`config.mk`:
```
export PLATFORM = sky130hd
export DESIGN_NAME = iq_top
export DESIGN_NICKNAME = d
export VERILOG_FILES = /design/src/iq_pkg.sv /design/src/fifo_fwft.sv /design/src/iq.sv /design/src/id_latch.sv /design/src/iq_top.sv
export SDC_FILE = /design/constraint.sdc
export NUM_CORES = 1
export LEC_CHECK = 0
export BUFFER_PORTS_ARGS = -buffer_cell sky130_fd_sc_hd__buf_4
export CORE_MARGIN = 4
export CORE_UTILIZATION = 59
export DETAILED_ROUTE_END_ITERATION = 10
export MAX_ROUTING_LAYER = met4
export PLACE_DENSITY = 0.79
export REMOVE_ABC_BUFFERS = 1
export SLEW_MARGIN = 20
export SYNTH_ARGS = -nofsm -noshare
export SYNTH_HDL_FRONTEND = slang
export SYNTH_HIERARCHICAL = 1
export SYNTH_SLANG_ARGS = --single-unit
```
`constraint.sdc`:
```
create_clock -name clk -period 8.2 [get_ports clk]
set_clock_uncertainty 0.1 [all_clocks]
set_input_delay 1.64 -clock clk [delete_from_list [all_inputs] [get_ports clk]]
set_output_delay 1.64 -clock clk [all_outputs]
set_load 0.1 [all_outputs]
```
`src/iq_pkg.sv`:
```
// Shared types for the instruction queue
// Instruction word, PC and fetch exception code vectors

package iq_pkg;

   // Field widths of one queue entry
   localparam int INSN_W = 32;
   localparam int PC_W   = 32;
   localparam int EXC_W  = 2;

   // One instruction word
   typedef logic [INSN_W-1:0] insn_t;

   // Instruction address
   typedef logic [PC_W-1:0]   pc_t;

   // Fetch exception code, zero when clean
   typedef logic [EXC_W-1:0]  exc_t;

endpackage

```
`src/fifo_fwft.sv`:
```
// First-word-fall-through FIFO used as one instruction queue bank
// Circular buffer with occupancy count, flush clears pointers

`timescale 1ns/1ps

module fifo_fwft
#(
   parameter int DW          = 66,
   parameter int DEPTH_WIDTH = 2
)
(
   input  logic          clk,
   input  logic          reset,
   input  logic          flush,
   input  logic          push,
   input  logic [DW-1:0] din,
   output logic          ready,
   input  logic          pop,
   output logic [DW-1:0] dout,
   output logic          valid
);

   localparam int DEPTH = 1 << DEPTH_WIDTH;

   // Storage, no reset
   logic [DW-1:0]          mem [DEPTH];
   logic [DEPTH_WIDTH-1:0] rptr;
   logic [DEPTH_WIDTH-1:0] wptr;
   logic [DEPTH_WIDTH:0]   count;
   logic                   do_push;
   logic                   do_pop;

   // Full exactly when the count MSB is set
   assign ready = ~count[DEPTH_WIDTH];
   assign valid = |count;

   // Head entry falls through to the output
   assign dout = mem[rptr];

   // Qualified strobes
   assign do_push = push & ready;
   assign do_pop  = pop & valid;

   always_ff @(posedge clk)
   begin
      if (do_push)
         mem[wptr] <= din;
   end

   // Pointers and occupancy
   always_ff @(posedge clk)
   begin
      if (reset || flush)
      begin
         rptr  <= '0;
         wptr  <= '0;
         count <= '0;
      end
      else
      begin
         if (do_push)
            wptr <= wptr + 1'b1;
         if (do_pop)
            rptr <= rptr + 1'b1;
         // Simultaneous push and pop keeps the count
         case ({do_push, do_pop})
            2'b10:   count <= count + 1'b1;
            2'b01:   count <= count - 1'b1;
            default: count <= count;
         endcase
      end
   end

endmodule

```
`src/iq.sv`:
```
// Banked instruction queue
// One FWFT bank per fetch slot, rotating head and tail bank pointers
// Input steering from the fetch window, output steering to the issue slots

`timescale 1ns/1ps

module iq
   import iq_pkg::*;
#(
   parameter int P_FETCH_WIDTH = 2,
   parameter int P_ISSUE_WIDTH = 1,
   parameter int P_IQ_DEPTH    = 2
)
(
   input  logic                              clk,
   input  logic                              reset,
   input  logic                              flush,
   // Fetch window, entries packed at the high slots
   input  insn_t [(1<<P_FETCH_WIDTH)-1:0]    fetch_ins,
   input  pc_t   [(1<<P_FETCH_WIDTH)-1:0]    fetch_pc,
   input  exc_t  [(1<<P_FETCH_WIDTH)-1:0]    fetch_exc,
   input  logic  [P_FETCH_WIDTH:0]           fetch_cnt,
   output logic                              fetch_ready,
   // Issue slots toward the decode latch
   output logic  [(1<<P_ISSUE_WIDTH)-1:0]    iq_valid,
   input  logic  [P_ISSUE_WIDTH:0]           iq_pop_cnt,
   output insn_t [(1<<P_ISSUE_WIDTH)-1:0]    iq_ins,
   output pc_t   [(1<<P_ISSUE_WIDTH)-1:0]    iq_pc,
   output exc_t  [(1<<P_ISSUE_WIDTH)-1:0]    iq_exc
);

   localparam int FW      = 1 << P_FETCH_WIDTH;
   localparam int IW      = 1 << P_ISSUE_WIDTH;
   localparam int P_BANKS = P_FETCH_WIDTH;
   localparam int BANKS   = FW;
   // Instruction, PC and exception code per entry
   localparam int ENTRY_W = INSN_W + PC_W + EXC_W;

   // Bank pointers
   logic [P_BANKS-1:0] head;
   logic [P_BANKS-1:0] tail;
   logic [P_BANKS-1:0] head_nxt;
   logic [P_BANKS-1:0] tail_nxt;
   // Slot of the oldest window entry
   logic [P_BANKS-1:0] win_ofs;

   logic [ENTRY_W-1:0] bank_din  [BANKS];
   logic [ENTRY_W-1:0] bank_dout [BANKS];
   logic [BANKS-1:0]   bank_push;
   logic [BANKS-1:0]   bank_pop;
   logic [BANKS-1:0]   bank_ready;
   logic [BANKS-1:0]   bank_valid;

   // Empty slots sit below the packed entries
   assign win_ofs = P_BANKS'(FW - fetch_cnt);

   // Rotation by the push and pop counts, wraps over the banks
   assign head_nxt = head + P_BANKS'(iq_pop_cnt);
   assign tail_nxt = tail + P_BANKS'(fetch_cnt);

   always_ff @(posedge clk)
   begin
      if (reset || flush)
      begin
         head <= '0;
         tail <= '0;
      end
      else
      begin
         head <= head_nxt;
         tail <= tail_nxt;
      end
   end

   // Per-bank steering and storage
   for (genvar i = 0; i < BANKS; i++)
   begin : g_bank
      logic [P_BANKS-1:0] tail_dist;
      logic [P_BANKS-1:0] head_dist;
      logic [P_BANKS-1:0] slot_sel;

      // Distance of this bank from each pointer
      assign tail_dist = P_BANKS'(i) - tail;
      assign head_dist = P_BANKS'(i) - head;
      // Window slot this bank takes
      assign slot_sel  = tail_dist + win_ofs;

      assign bank_push[i] = ({1'b0, tail_dist} < fetch_cnt);
      assign bank_pop[i]  = ({1'b0, head_dist} < (P_BANKS+1)'(iq_pop_cnt));
      assign bank_din[i]  = {fetch_ins[slot_sel], fetch_pc[slot_sel], fetch_exc[slot_sel]};

      fifo_fwft
      #(
         .DW          (ENTRY_W),
         .DEPTH_WIDTH (P_IQ_DEPTH)
      )
      i_fifo
      (
         .clk   (clk),
         .reset (reset),
         .flush (flush),
         .push  (bank_push[i]),
         .din   (bank_din[i]),
         .ready (bank_ready[i]),
         .pop   (bank_pop[i]),
         .dout  (bank_dout[i]),
         .valid (bank_valid[i])
      );
   end

   // Issue slot i reads the bank at head plus i
   for (genvar i = 0; i < IW; i++)
   begin : g_issue
      logic [P_BANKS-1:0] bank_sel;

      assign bank_sel = head + P_BANKS'(i);
      assign {iq_ins[i], iq_pc[i], iq_exc[i]} = bank_dout[bank_sel];
      assign iq_valid[i] = bank_valid[bank_sel];
   end

   // A full window fits only if every bank has room
   assign fetch_ready = &bank_ready;

   // Configuration sanity
   initial
   begin
      if (P_IQ_DEPTH < P_FETCH_WIDTH)
         $fatal(1, "iq: bank depth below fetch width");
      if (P_ISSUE_WIDTH > P_FETCH_WIDTH)
         $fatal(1, "iq: issue width above fetch width");
   end

endmodule

```
`src/id_latch.sv`:
```
// Decode input register
// Pops the leading valid issue slots and holds them while decode stalls

`timescale 1ns/1ps

module id_latch
   import iq_pkg::*;
#(
   parameter int P_ISSUE_WIDTH = 1
)
(
   input  logic                              clk,
   input  logic                              reset,
   input  logic                              flush,
   // From the queue
   input  logic  [(1<<P_ISSUE_WIDTH)-1:0]    iq_valid,
   input  insn_t [(1<<P_ISSUE_WIDTH)-1:0]    iq_ins,
   input  pc_t   [(1<<P_ISSUE_WIDTH)-1:0]    iq_pc,
   input  exc_t  [(1<<P_ISSUE_WIDTH)-1:0]    iq_exc,
   output logic  [P_ISSUE_WIDTH:0]           iq_pop_cnt,
   // Decode side
   input  logic                              dec_stall,
   output logic  [(1<<P_ISSUE_WIDTH)-1:0]    dec_valid,
   output insn_t [(1<<P_ISSUE_WIDTH)-1:0]    dec_ins,
   output pc_t   [(1<<P_ISSUE_WIDTH)-1:0]    dec_pc,
   output exc_t  [(1<<P_ISSUE_WIDTH)-1:0]    dec_exc
);

   localparam int IW = 1 << P_ISSUE_WIDTH;

   logic [IW-1:0]          lead_mask;
   logic [P_ISSUE_WIDTH:0] lead_cnt;

   // Leading valid prefix, empty under stall
   assign lead_mask[0] = iq_valid[0] & ~dec_stall;
   for (genvar i = 1; i < IW; i++)
   begin : g_lead
      assign lead_mask[i] = lead_mask[i-1] & iq_valid[i];
   end

   // Length of the prefix
   always_comb
   begin
      lead_cnt = '0;
      for (int i = 0; i < IW; i++)
         lead_cnt = lead_cnt + (P_ISSUE_WIDTH+1)'(lead_mask[i]);
   end

   // Queue drops what is taken here at the same edge
   assign iq_pop_cnt = lead_cnt;

   always_ff @(posedge clk)
   begin
      if (reset || flush)
         dec_valid <= '0;
      else if (!dec_stall)
         dec_valid <= lead_mask;
   end

   // Slot payload, held while stalled
   always_ff @(posedge clk)
   begin
      if (!dec_stall)
      begin
         dec_ins <= iq_ins;
         dec_pc  <= iq_pc;
         dec_exc <= iq_exc;
      end
   end

endmodule

```
`src/iq_top.sv`:
```
// Front-end instruction queue top level
// Banked queue feeding the decode input latch

`timescale 1ns/1ps

module iq_top
   import iq_pkg::*;
#(
   parameter int P_FETCH_WIDTH = 2,
   parameter int P_ISSUE_WIDTH = 1,
   parameter int P_IQ_DEPTH    = 2
)
(
   input  logic                              clk,
   input  logic                              reset,
   input  logic                              flush,
   // Fetch window
   input  insn_t [(1<<P_FETCH_WIDTH)-1:0]    fetch_ins,
   input  pc_t   [(1<<P_FETCH_WIDTH)-1:0]    fetch_pc,
   input  exc_t  [(1<<P_FETCH_WIDTH)-1:0]    fetch_exc,
   input  logic  [P_FETCH_WIDTH:0]           fetch_cnt,
   output logic                              fetch_ready,
   // Decode
   input  logic                              dec_stall,
   output logic  [(1<<P_ISSUE_WIDTH)-1:0]    dec_valid,
   output insn_t [(1<<P_ISSUE_WIDTH)-1:0]    dec_ins,
   output pc_t   [(1<<P_ISSUE_WIDTH)-1:0]    dec_pc,
   output exc_t  [(1<<P_ISSUE_WIDTH)-1:0]    dec_exc
);

   localparam int IW = 1 << P_ISSUE_WIDTH;

   // Issue slots between queue and latch
   logic  [IW-1:0]          iq_valid;
   logic  [P_ISSUE_WIDTH:0] iq_pop_cnt;
   insn_t [IW-1:0]          iq_ins;
   pc_t   [IW-1:0]          iq_pc;
   exc_t  [IW-1:0]          iq_exc;

   iq
   #(
      .P_FETCH_WIDTH (P_FETCH_WIDTH),
      .P_ISSUE_WIDTH (P_ISSUE_WIDTH),
      .P_IQ_DEPTH    (P_IQ_DEPTH)
   )
   i_iq
   (
      .clk         (clk),
      .reset       (reset),
      .flush       (flush),
      .fetch_ins   (fetch_ins),
      .fetch_pc    (fetch_pc),
      .fetch_exc   (fetch_exc),
      .fetch_cnt   (fetch_cnt),
      .fetch_ready (fetch_ready),
      .iq_valid    (iq_valid),
      .iq_pop_cnt  (iq_pop_cnt),
      .iq_ins      (iq_ins),
      .iq_pc       (iq_pc),
      .iq_exc      (iq_exc)
   );

   id_latch
   #(
      .P_ISSUE_WIDTH (P_ISSUE_WIDTH)
   )
   i_id_latch
   (
      .clk        (clk),
      .reset      (reset),
      .flush      (flush),
      .iq_valid   (iq_valid),
      .iq_ins     (iq_ins),
      .iq_pc      (iq_pc),
      .iq_exc     (iq_exc),
      .iq_pop_cnt (iq_pop_cnt),
      .dec_stall  (dec_stall),
      .dec_valid  (dec_valid),
      .dec_ins    (dec_ins),
      .dec_pc     (dec_pc),
      .dec_exc    (dec_exc)
   );

endmodule

```
[Word-level counts from Yosys, hierarchy flattened]
Memories as Yosys holds them, arrays and structs flattened. A register that Yosys moved wholly into a read port is not among the register bits.
Index checks and enable logic that the tools add are counted.
Storage, ports and cells
  memories kept: 4
  register bits: 166
  memory bits (writable): 1056
  input bits: 271
Cells by class
  reductions and logical operators: 10
  $add $sub $neg: 33
  $lt $le $gt $ge: 16
  equality and inequality tests: 8
  bitwise gates (word level): 17
  muxes and demuxes: 54
Memory list
  i_iq.g_bank[0].i_fifo.mem: depth 4, bits a word 66, rd ports 1, clocked after Yosys merged registers in 1, write ports 1, RTL line fifo_fwft.sv:26  | logic [DW-1:0] mem [DEPTH];
  i_iq.g_bank[1].i_fifo.mem: depth 4, bits a word 66, rd ports 1, clocked after Yosys merged registers in 1, write ports 1, RTL line fifo_fwft.sv:26
  i_iq.g_bank[2].i_fifo.mem: depth 4, bits a word 66, rd ports 1, clocked after Yosys merged registers in 1, write ports 1, RTL line fifo_fwft.sv:26
  i_iq.g_bank[3].i_fifo.mem: depth 4, bits a word 66, rd ports 1, clocked after Yosys merged registers in 1, write ports 1, RTL line fifo_fwft.sv:26
Operators with widths (number)
  binary-select mux 32 bit (select 2 bit): 8
  binary-select mux 66 bit (select 2 bit): 2
  2-to-1 mux 66 bit: 4
  2-to-1 mux 32 bit: 8
  2-to-1 mux 2 bit: 12
  case mux 3 bit (2 select lines): 4
  adder 2 x 1 -> 2 bit, second input constant: 9
  < comparator 2 x 3 -> 1 bit, second input constant: 6
  binary-select mux 2 bit (select 2 bit): 4
  adder 2 bit: 6
  adder 3 x 1 -> 3 bit, second input constant: 4
  < comparator 2 x 3 -> 1 bit: 4
  OR reduction 3 bit: 4
  subtractor 3 x 1 -> 3 bit, second input constant: 4
  bitwise AND 1 bit: 10
  2-to-1 mux 1 bit: 10
  subtractor 1 x 2 -> 2 bit, first input constant: 5
  equality test 2 x 1 -> 1 bit, second input constant: 4
  equality test 2 bit, second input constant: 4
  < comparator 2 bit: 4
  nonzero test 2 bit: 4
  subtractor 2 bit, first input constant: 4
  greater-or-equal comparator 3 bit, second input constant: 2
  NOT 2 -> 3 bit: 2
  other kinds (5): 10

[Logic depth before layout (Yosys ltp)]
  word-level depth: 10
  mapped depth: 16
  gate-level depth less buffers: 16

[By module]
Netlist, hierarchy kept.
By module, submodules not included
  fifo_fwft: times used 4, cells an instance 395, area an instance 9979.6 µm²
  iq: times used 1, cells an instance 541, area an instance 10018.4 µm²
  id_latch: times used 1, cells an instance 144, area an instance 4081.4 µm²

[Least setup slack after synthesis]
No wires, ideal clock.
  path type: in2reg
  from: input port dec_stall
  to: register i_id_latch/dec_exc[0] in the netlist's numbering (enable)
  data arrival time: 4.189 ns
  setup time: 0.484 ns
  stages: 1
  path buffers: 0
  slack: 3.427 ns
  path through: inv_1
RTL lines
  start, declared: RTL line iq_top.sv:24  | input logic dec_stall,
  end signal, assigned: RTL line id_latch.sv:67  | dec_exc <= iq_exc;
  end, declared: RTL line id_latch.sv:26  | output exc_t [(1<<P_ISSUE_WIDTH)-1:0] dec_exc
No word-level cell between the ends.

[Final worst setup path]
  from: input port fetch_cnt[1]
  to: memory i_iq.g_bank[2].i_fifo.mem[2][34] (enable)
Between the ends
  word-level cells in the longest chain between the ends: 4
RTL lines
  start, declared: RTL line iq_top.sv:21  | input logic [P_FETCH_WIDTH:0] fetch_cnt,
  < comparator 2 x 3 -> 1 bit: RTL line iq.sv:88  | assign bank_push[i] = ({1'b0, tail_dist} < fetch_cnt);
  via i_iq.bank_push[2]: RTL line iq.sv:49  | logic [BANKS-1:0] bank_push;
  bitwise AND 1 bit: RTL line fifo_fwft.sv:41  | assign do_push = push & ready;
  2-to-1 mux 1 bit: RTL line fifo_fwft.sv:46  | if (do_push)
  2-to-1 mux 1 bit (not written as such): RTL line fifo_fwft.sv:47  | mem[wptr] <= din;
  end, declared: RTL line fifo_fwft.sv:26
The timed path passes the listed nets, and every way through them passes these cells.

==> results.sh <==
export IMPL_status="complete, no violations"
export IMPL_fin_crit_ps=4410
export IMPL_layout_common_cells="edfxtp_1, mux4_2, buf_4, clkbuf_16, inv_1"
export IMPL_gp_congestion=0.798
export IMPL_startpoint="fetch_cnt[1]"
export IMPL_first_pass_iters=6
export IMPL_worstSetupPathDepth=8
export IMPL_cellLeakagePower_nw=20.0
export IMPL_cp_arrival_ps=4630
export IMPL_worst_pin_slew_ps=1180
export IMPL_power_total_mw=16.9
export IMPL_power_density_nw_per_um2=272
export IMPL_fin_setup_tns_ps=0
export IMPL_final_layout_size_suffix_gt1_share_pct=47.6
export IMPL_synth_area_leaders="edfxtp_1, mux4_2, dfxtp_1, ha_1, buf_6"
export IMPL_cp_end_kind="flip-flop"
export IMPL_overflow=0
export IMPL_nets=2987
export IMPL_ctsResizeCount=0
export IMPL_path_clk_slew_ps=60
export IMPL_crit_end="i_iq/g_bank[2].i_fifo/mem[2][34]"
export IMPL_hold_slack_ps=410
export IMPL_start_util_pct=59.7
export IMPL_ios=406
export IMPL_grt_pass1_vias=29579
export IMPL_cp_top_family="simple AND/OR/NAND/NOR gates"
export IMPL_fmax_mhz=227
export IMPL_cts_root_buf="clkbuf_16"
export IMPL_postRouteAntennaNets=0
export IMPL_antenna_found_initial=29
export IMPL_fin_crit_sh_pct=53.8
export IMPL_slowest_stage="buf_4"
export IMPL_die_y_um=311
export IMPL_netlist_instances=2265
export IMPL_drv_slew=0
export IMPL_crit_fanout=36
export IMPL_cts_setup_buffers=0
export IMPL_drv_cap=0
export IMPL_r2r_setup_slack_ps=4120
export IMPL_required_ps=8420
export IMPL_ctsHoldBuffers=0
export IMPL_peakVddDrop_mv=0.224
export IMPL_cts_made_buffers=118
export IMPL_post_route_worst_setup_slack_ps=3790
export IMPL_wl_um=145000
export IMPL_synth_top_area_share_pct=66.0
export IMPL_track_usage_pct=31.1
export IMPL_worstPathCellList="buf_4 > inv_1 > ha_1 > nor2b_1 > o21bai_1 > nor2b_1 > and2_4 > buf_4"
export IMPL_setup_viol=0
export IMPL_clkLatencyLatePin_ps=700
export IMPL_h_tree_depth=3
export IMPL_dieArea_um2=96500
export IMPL_synth_edff_count=1188
export IMPL_synthDistinctLibCells=36
export IMPL_mostFrequentLayoutCell="edfxtp_1"
export IMPL_synth_async_reset_ratio_pct=0
export IMPL_cts_buffer_depth=3
export IMPL_regToRegEndpoint="i_iq/g_bank[0].i_fifo/mem[3][53]"
export IMPL_stdcell_count=3984
export IMPL_max_stage_delay_ps=730
export IMPL_dpl_hpwl_um=82300
export IMPL_cp_start_kind="input port"
export IMPL_ys_seq_area_share_pct=67.6
export IMPL_grt_pass1_wl_um=207000
export IMPL_core_um2=90400
export IMPL_drc=0
export IMPL_ys_ff_latch=1230
export IMPL_ys_warn_count=6
export IMPL_area_growth_pct=14.9
export IMPL_min_path_type="reg2reg"
export IMPL_first_iter_violations=4020
export IMPL_worst_path_buf_inv=3
export IMPL_synthFlopType="edfxtp_1"
export IMPL_grt_max_degree=129
export IMPL_r2r_start="i_iq/tail[1]"
export IMPL_avgSynthCellArea_um2=23.8
export IMPL_fillers=5291
export IMPL_wl_per_cell_um=36.3
export IMPL_rsz0062_at_grt="no"
export IMPL_placedCellCount=3733
export IMPL_io_buffer_count=405
export IMPL_rows=110
export IMPL_hold_viol_final=0
export IMPL_netlist_area_um2=54000
export IMPL_maxSlewHeadroom_pct=21.3
export IMPL_clock_sinks=1230
export IMPL_cts_tree="built"
export IMPL_die_width_um=311
export IMPL_post_synth_top_area_cell="edfxtp_1"
export IMPL_vias_per_cell=7.14
export IMPL_critPathKind="in2reg"
export IMPL_routed_via_count=28435
export IMPL_r2r_cells=8
export IMPL_dp_worst_setup_slack_ps=3080
[area by class of cell]
| class | instances | area (µm²) | share of cell area (%) |
|---|---|---|---|
| inverter | 42 | 163 | 0.262 |
| sequential | 1230 | 36600 | 58.9 |
| tap | 1176 | 1470 | 2.37 |
| clock inverter | 78 | 895 | 1.44 |
| antenna | 30 | 75.1 | 0.121 |
| timing repair buffer | 446 | 3400 | 5.47 |
| clock buffer | 142 | 3050 | 4.92 |
| multi-input combinational | 840 | 16500 | 26.5 |
[per-stage QoR]
stage / util, % / cell area, µm²
after floorplan: - / 53000
after global placement: 64.2 / 58000
after detailed placement: 64.2 / 58000
after CTS: 68.5 / 62000
after global routing: 68.7 / 62100
final: 68.7 / 62100
[per-layer routing]
metal | track usage [%] | vias to the layer above | routed length, µm
li1 | - | 10894 | -
met1 | 40.6 | 15128 | 49900
met2 | 48.6 | 2123 | 72700
met3 | 8.21 | 290 | 17100
met4 | 10.7 | 0 | 4940
met5 | - | - | 0
[where the power goes]
group	switching [mW]	leakage, nW	internal [mW]
clock network	2.32	1.92	3.22
registers	0.186	11.4	7.82
logic	2.11	6.64	1.23
total	4.61	20.0	12.3
[cells in the mapped netlist (2+ instances only)]
| library cell | count |
|---|---|
| xnor2_2 | 3 |
| or3_1 | 4 |
| o21bai_1 | 4 |
| o311ai_0 | 4 |
| a211oi_2 | 2 |
| buf_1 | 17 |
| dfxtp_1 | 42 |
| nand2_1 | 2 |
| or2_2 | 4 |
| mux2i_1 | 4 |
| clkbuf_1 | 51 |
| buf_2 | 41 |
| o21ai_0 | 4 |
| nor2b_1 | 7 |
| buf_6 | 22 |
| mux4_2 | 662 |
| nand3_1 | 4 |
| xor2_1 | 13 |
| o31a_1 | 4 |
| inv_1 | 41 |
| buf_4 | 14 |
| nor2_1 | 34 |
| nor3_1 | 3 |
| edfxtp_1 | 1188 |
| and2_1 | 16 |
| a21oi_1 | 10 |
| xnor2_1 | 13 |
| fa_1 | 6 |
| ha_1 | 32 |
| buf_12 | 8 |
[how the worst min path moves through the flow]
stage                                              from                 endpoint  slack, ps  depth (start not counted)
after floorplan           i_iq/g_bank[0].i_fifo/rptr[1]                flip-flop        380                          2
after global placement          i_id_latch/dec_valid[0]  i_id_latch/dec_valid[0]        380                          2
after detailed placement        i_id_latch/dec_valid[0]  i_id_latch/dec_valid[0]        390                          2
after CTS                       i_id_latch/dec_valid[0]  i_id_latch/dec_valid[0]        400                          2
after global routing            i_id_latch/dec_valid[0]  i_id_latch/dec_valid[0]        420                          2
final                           i_id_latch/dec_valid[0]  i_id_latch/dec_valid[0]        410                          2
[cells by family (layout without fill, tap and decap cells)]
group           after synthesis  count (layout)  share of synthesized area (%)
flops                      1230            1230                           67.6
mux                         666             666                           27.7
buf+inv                     195             708                           2.09
simple gates                 78              78                          0.753
fa+ha+maj                    38              38                          0.964
xor+xnor                     30              30                          0.556
compound gates               28              28                          0.361
other cells                   0              30                              0
[flip-flops by register name (all words and copies together), names as in the netlist, named ones only]
name                      count
i_iq/g_bank.i_fifo/mem     1056
i_id_latch/dec_exc            4
i_iq/g_bank.i_fifo/wptr       8
i_iq/g_bank.i_fifo/count     12
i_iq/tail                     2
i_iq/g_bank.i_fifo/rptr       8
i_id_latch/dec_ins           64
i_id_latch/dec_pc            64
i_id_latch/dec_valid          2
i_iq/head                     2
[worst register-to-register path: stages (launching register included)]
cell      delay, ps
dfxtp_1         390
xnor2_2         390
inv_2           140
ha_1            310
nor2b_1         140
o21bai_1        200
nor2b_1         510
and2_4          660
buf_4           800
Power figures use the tool's default switching activity.
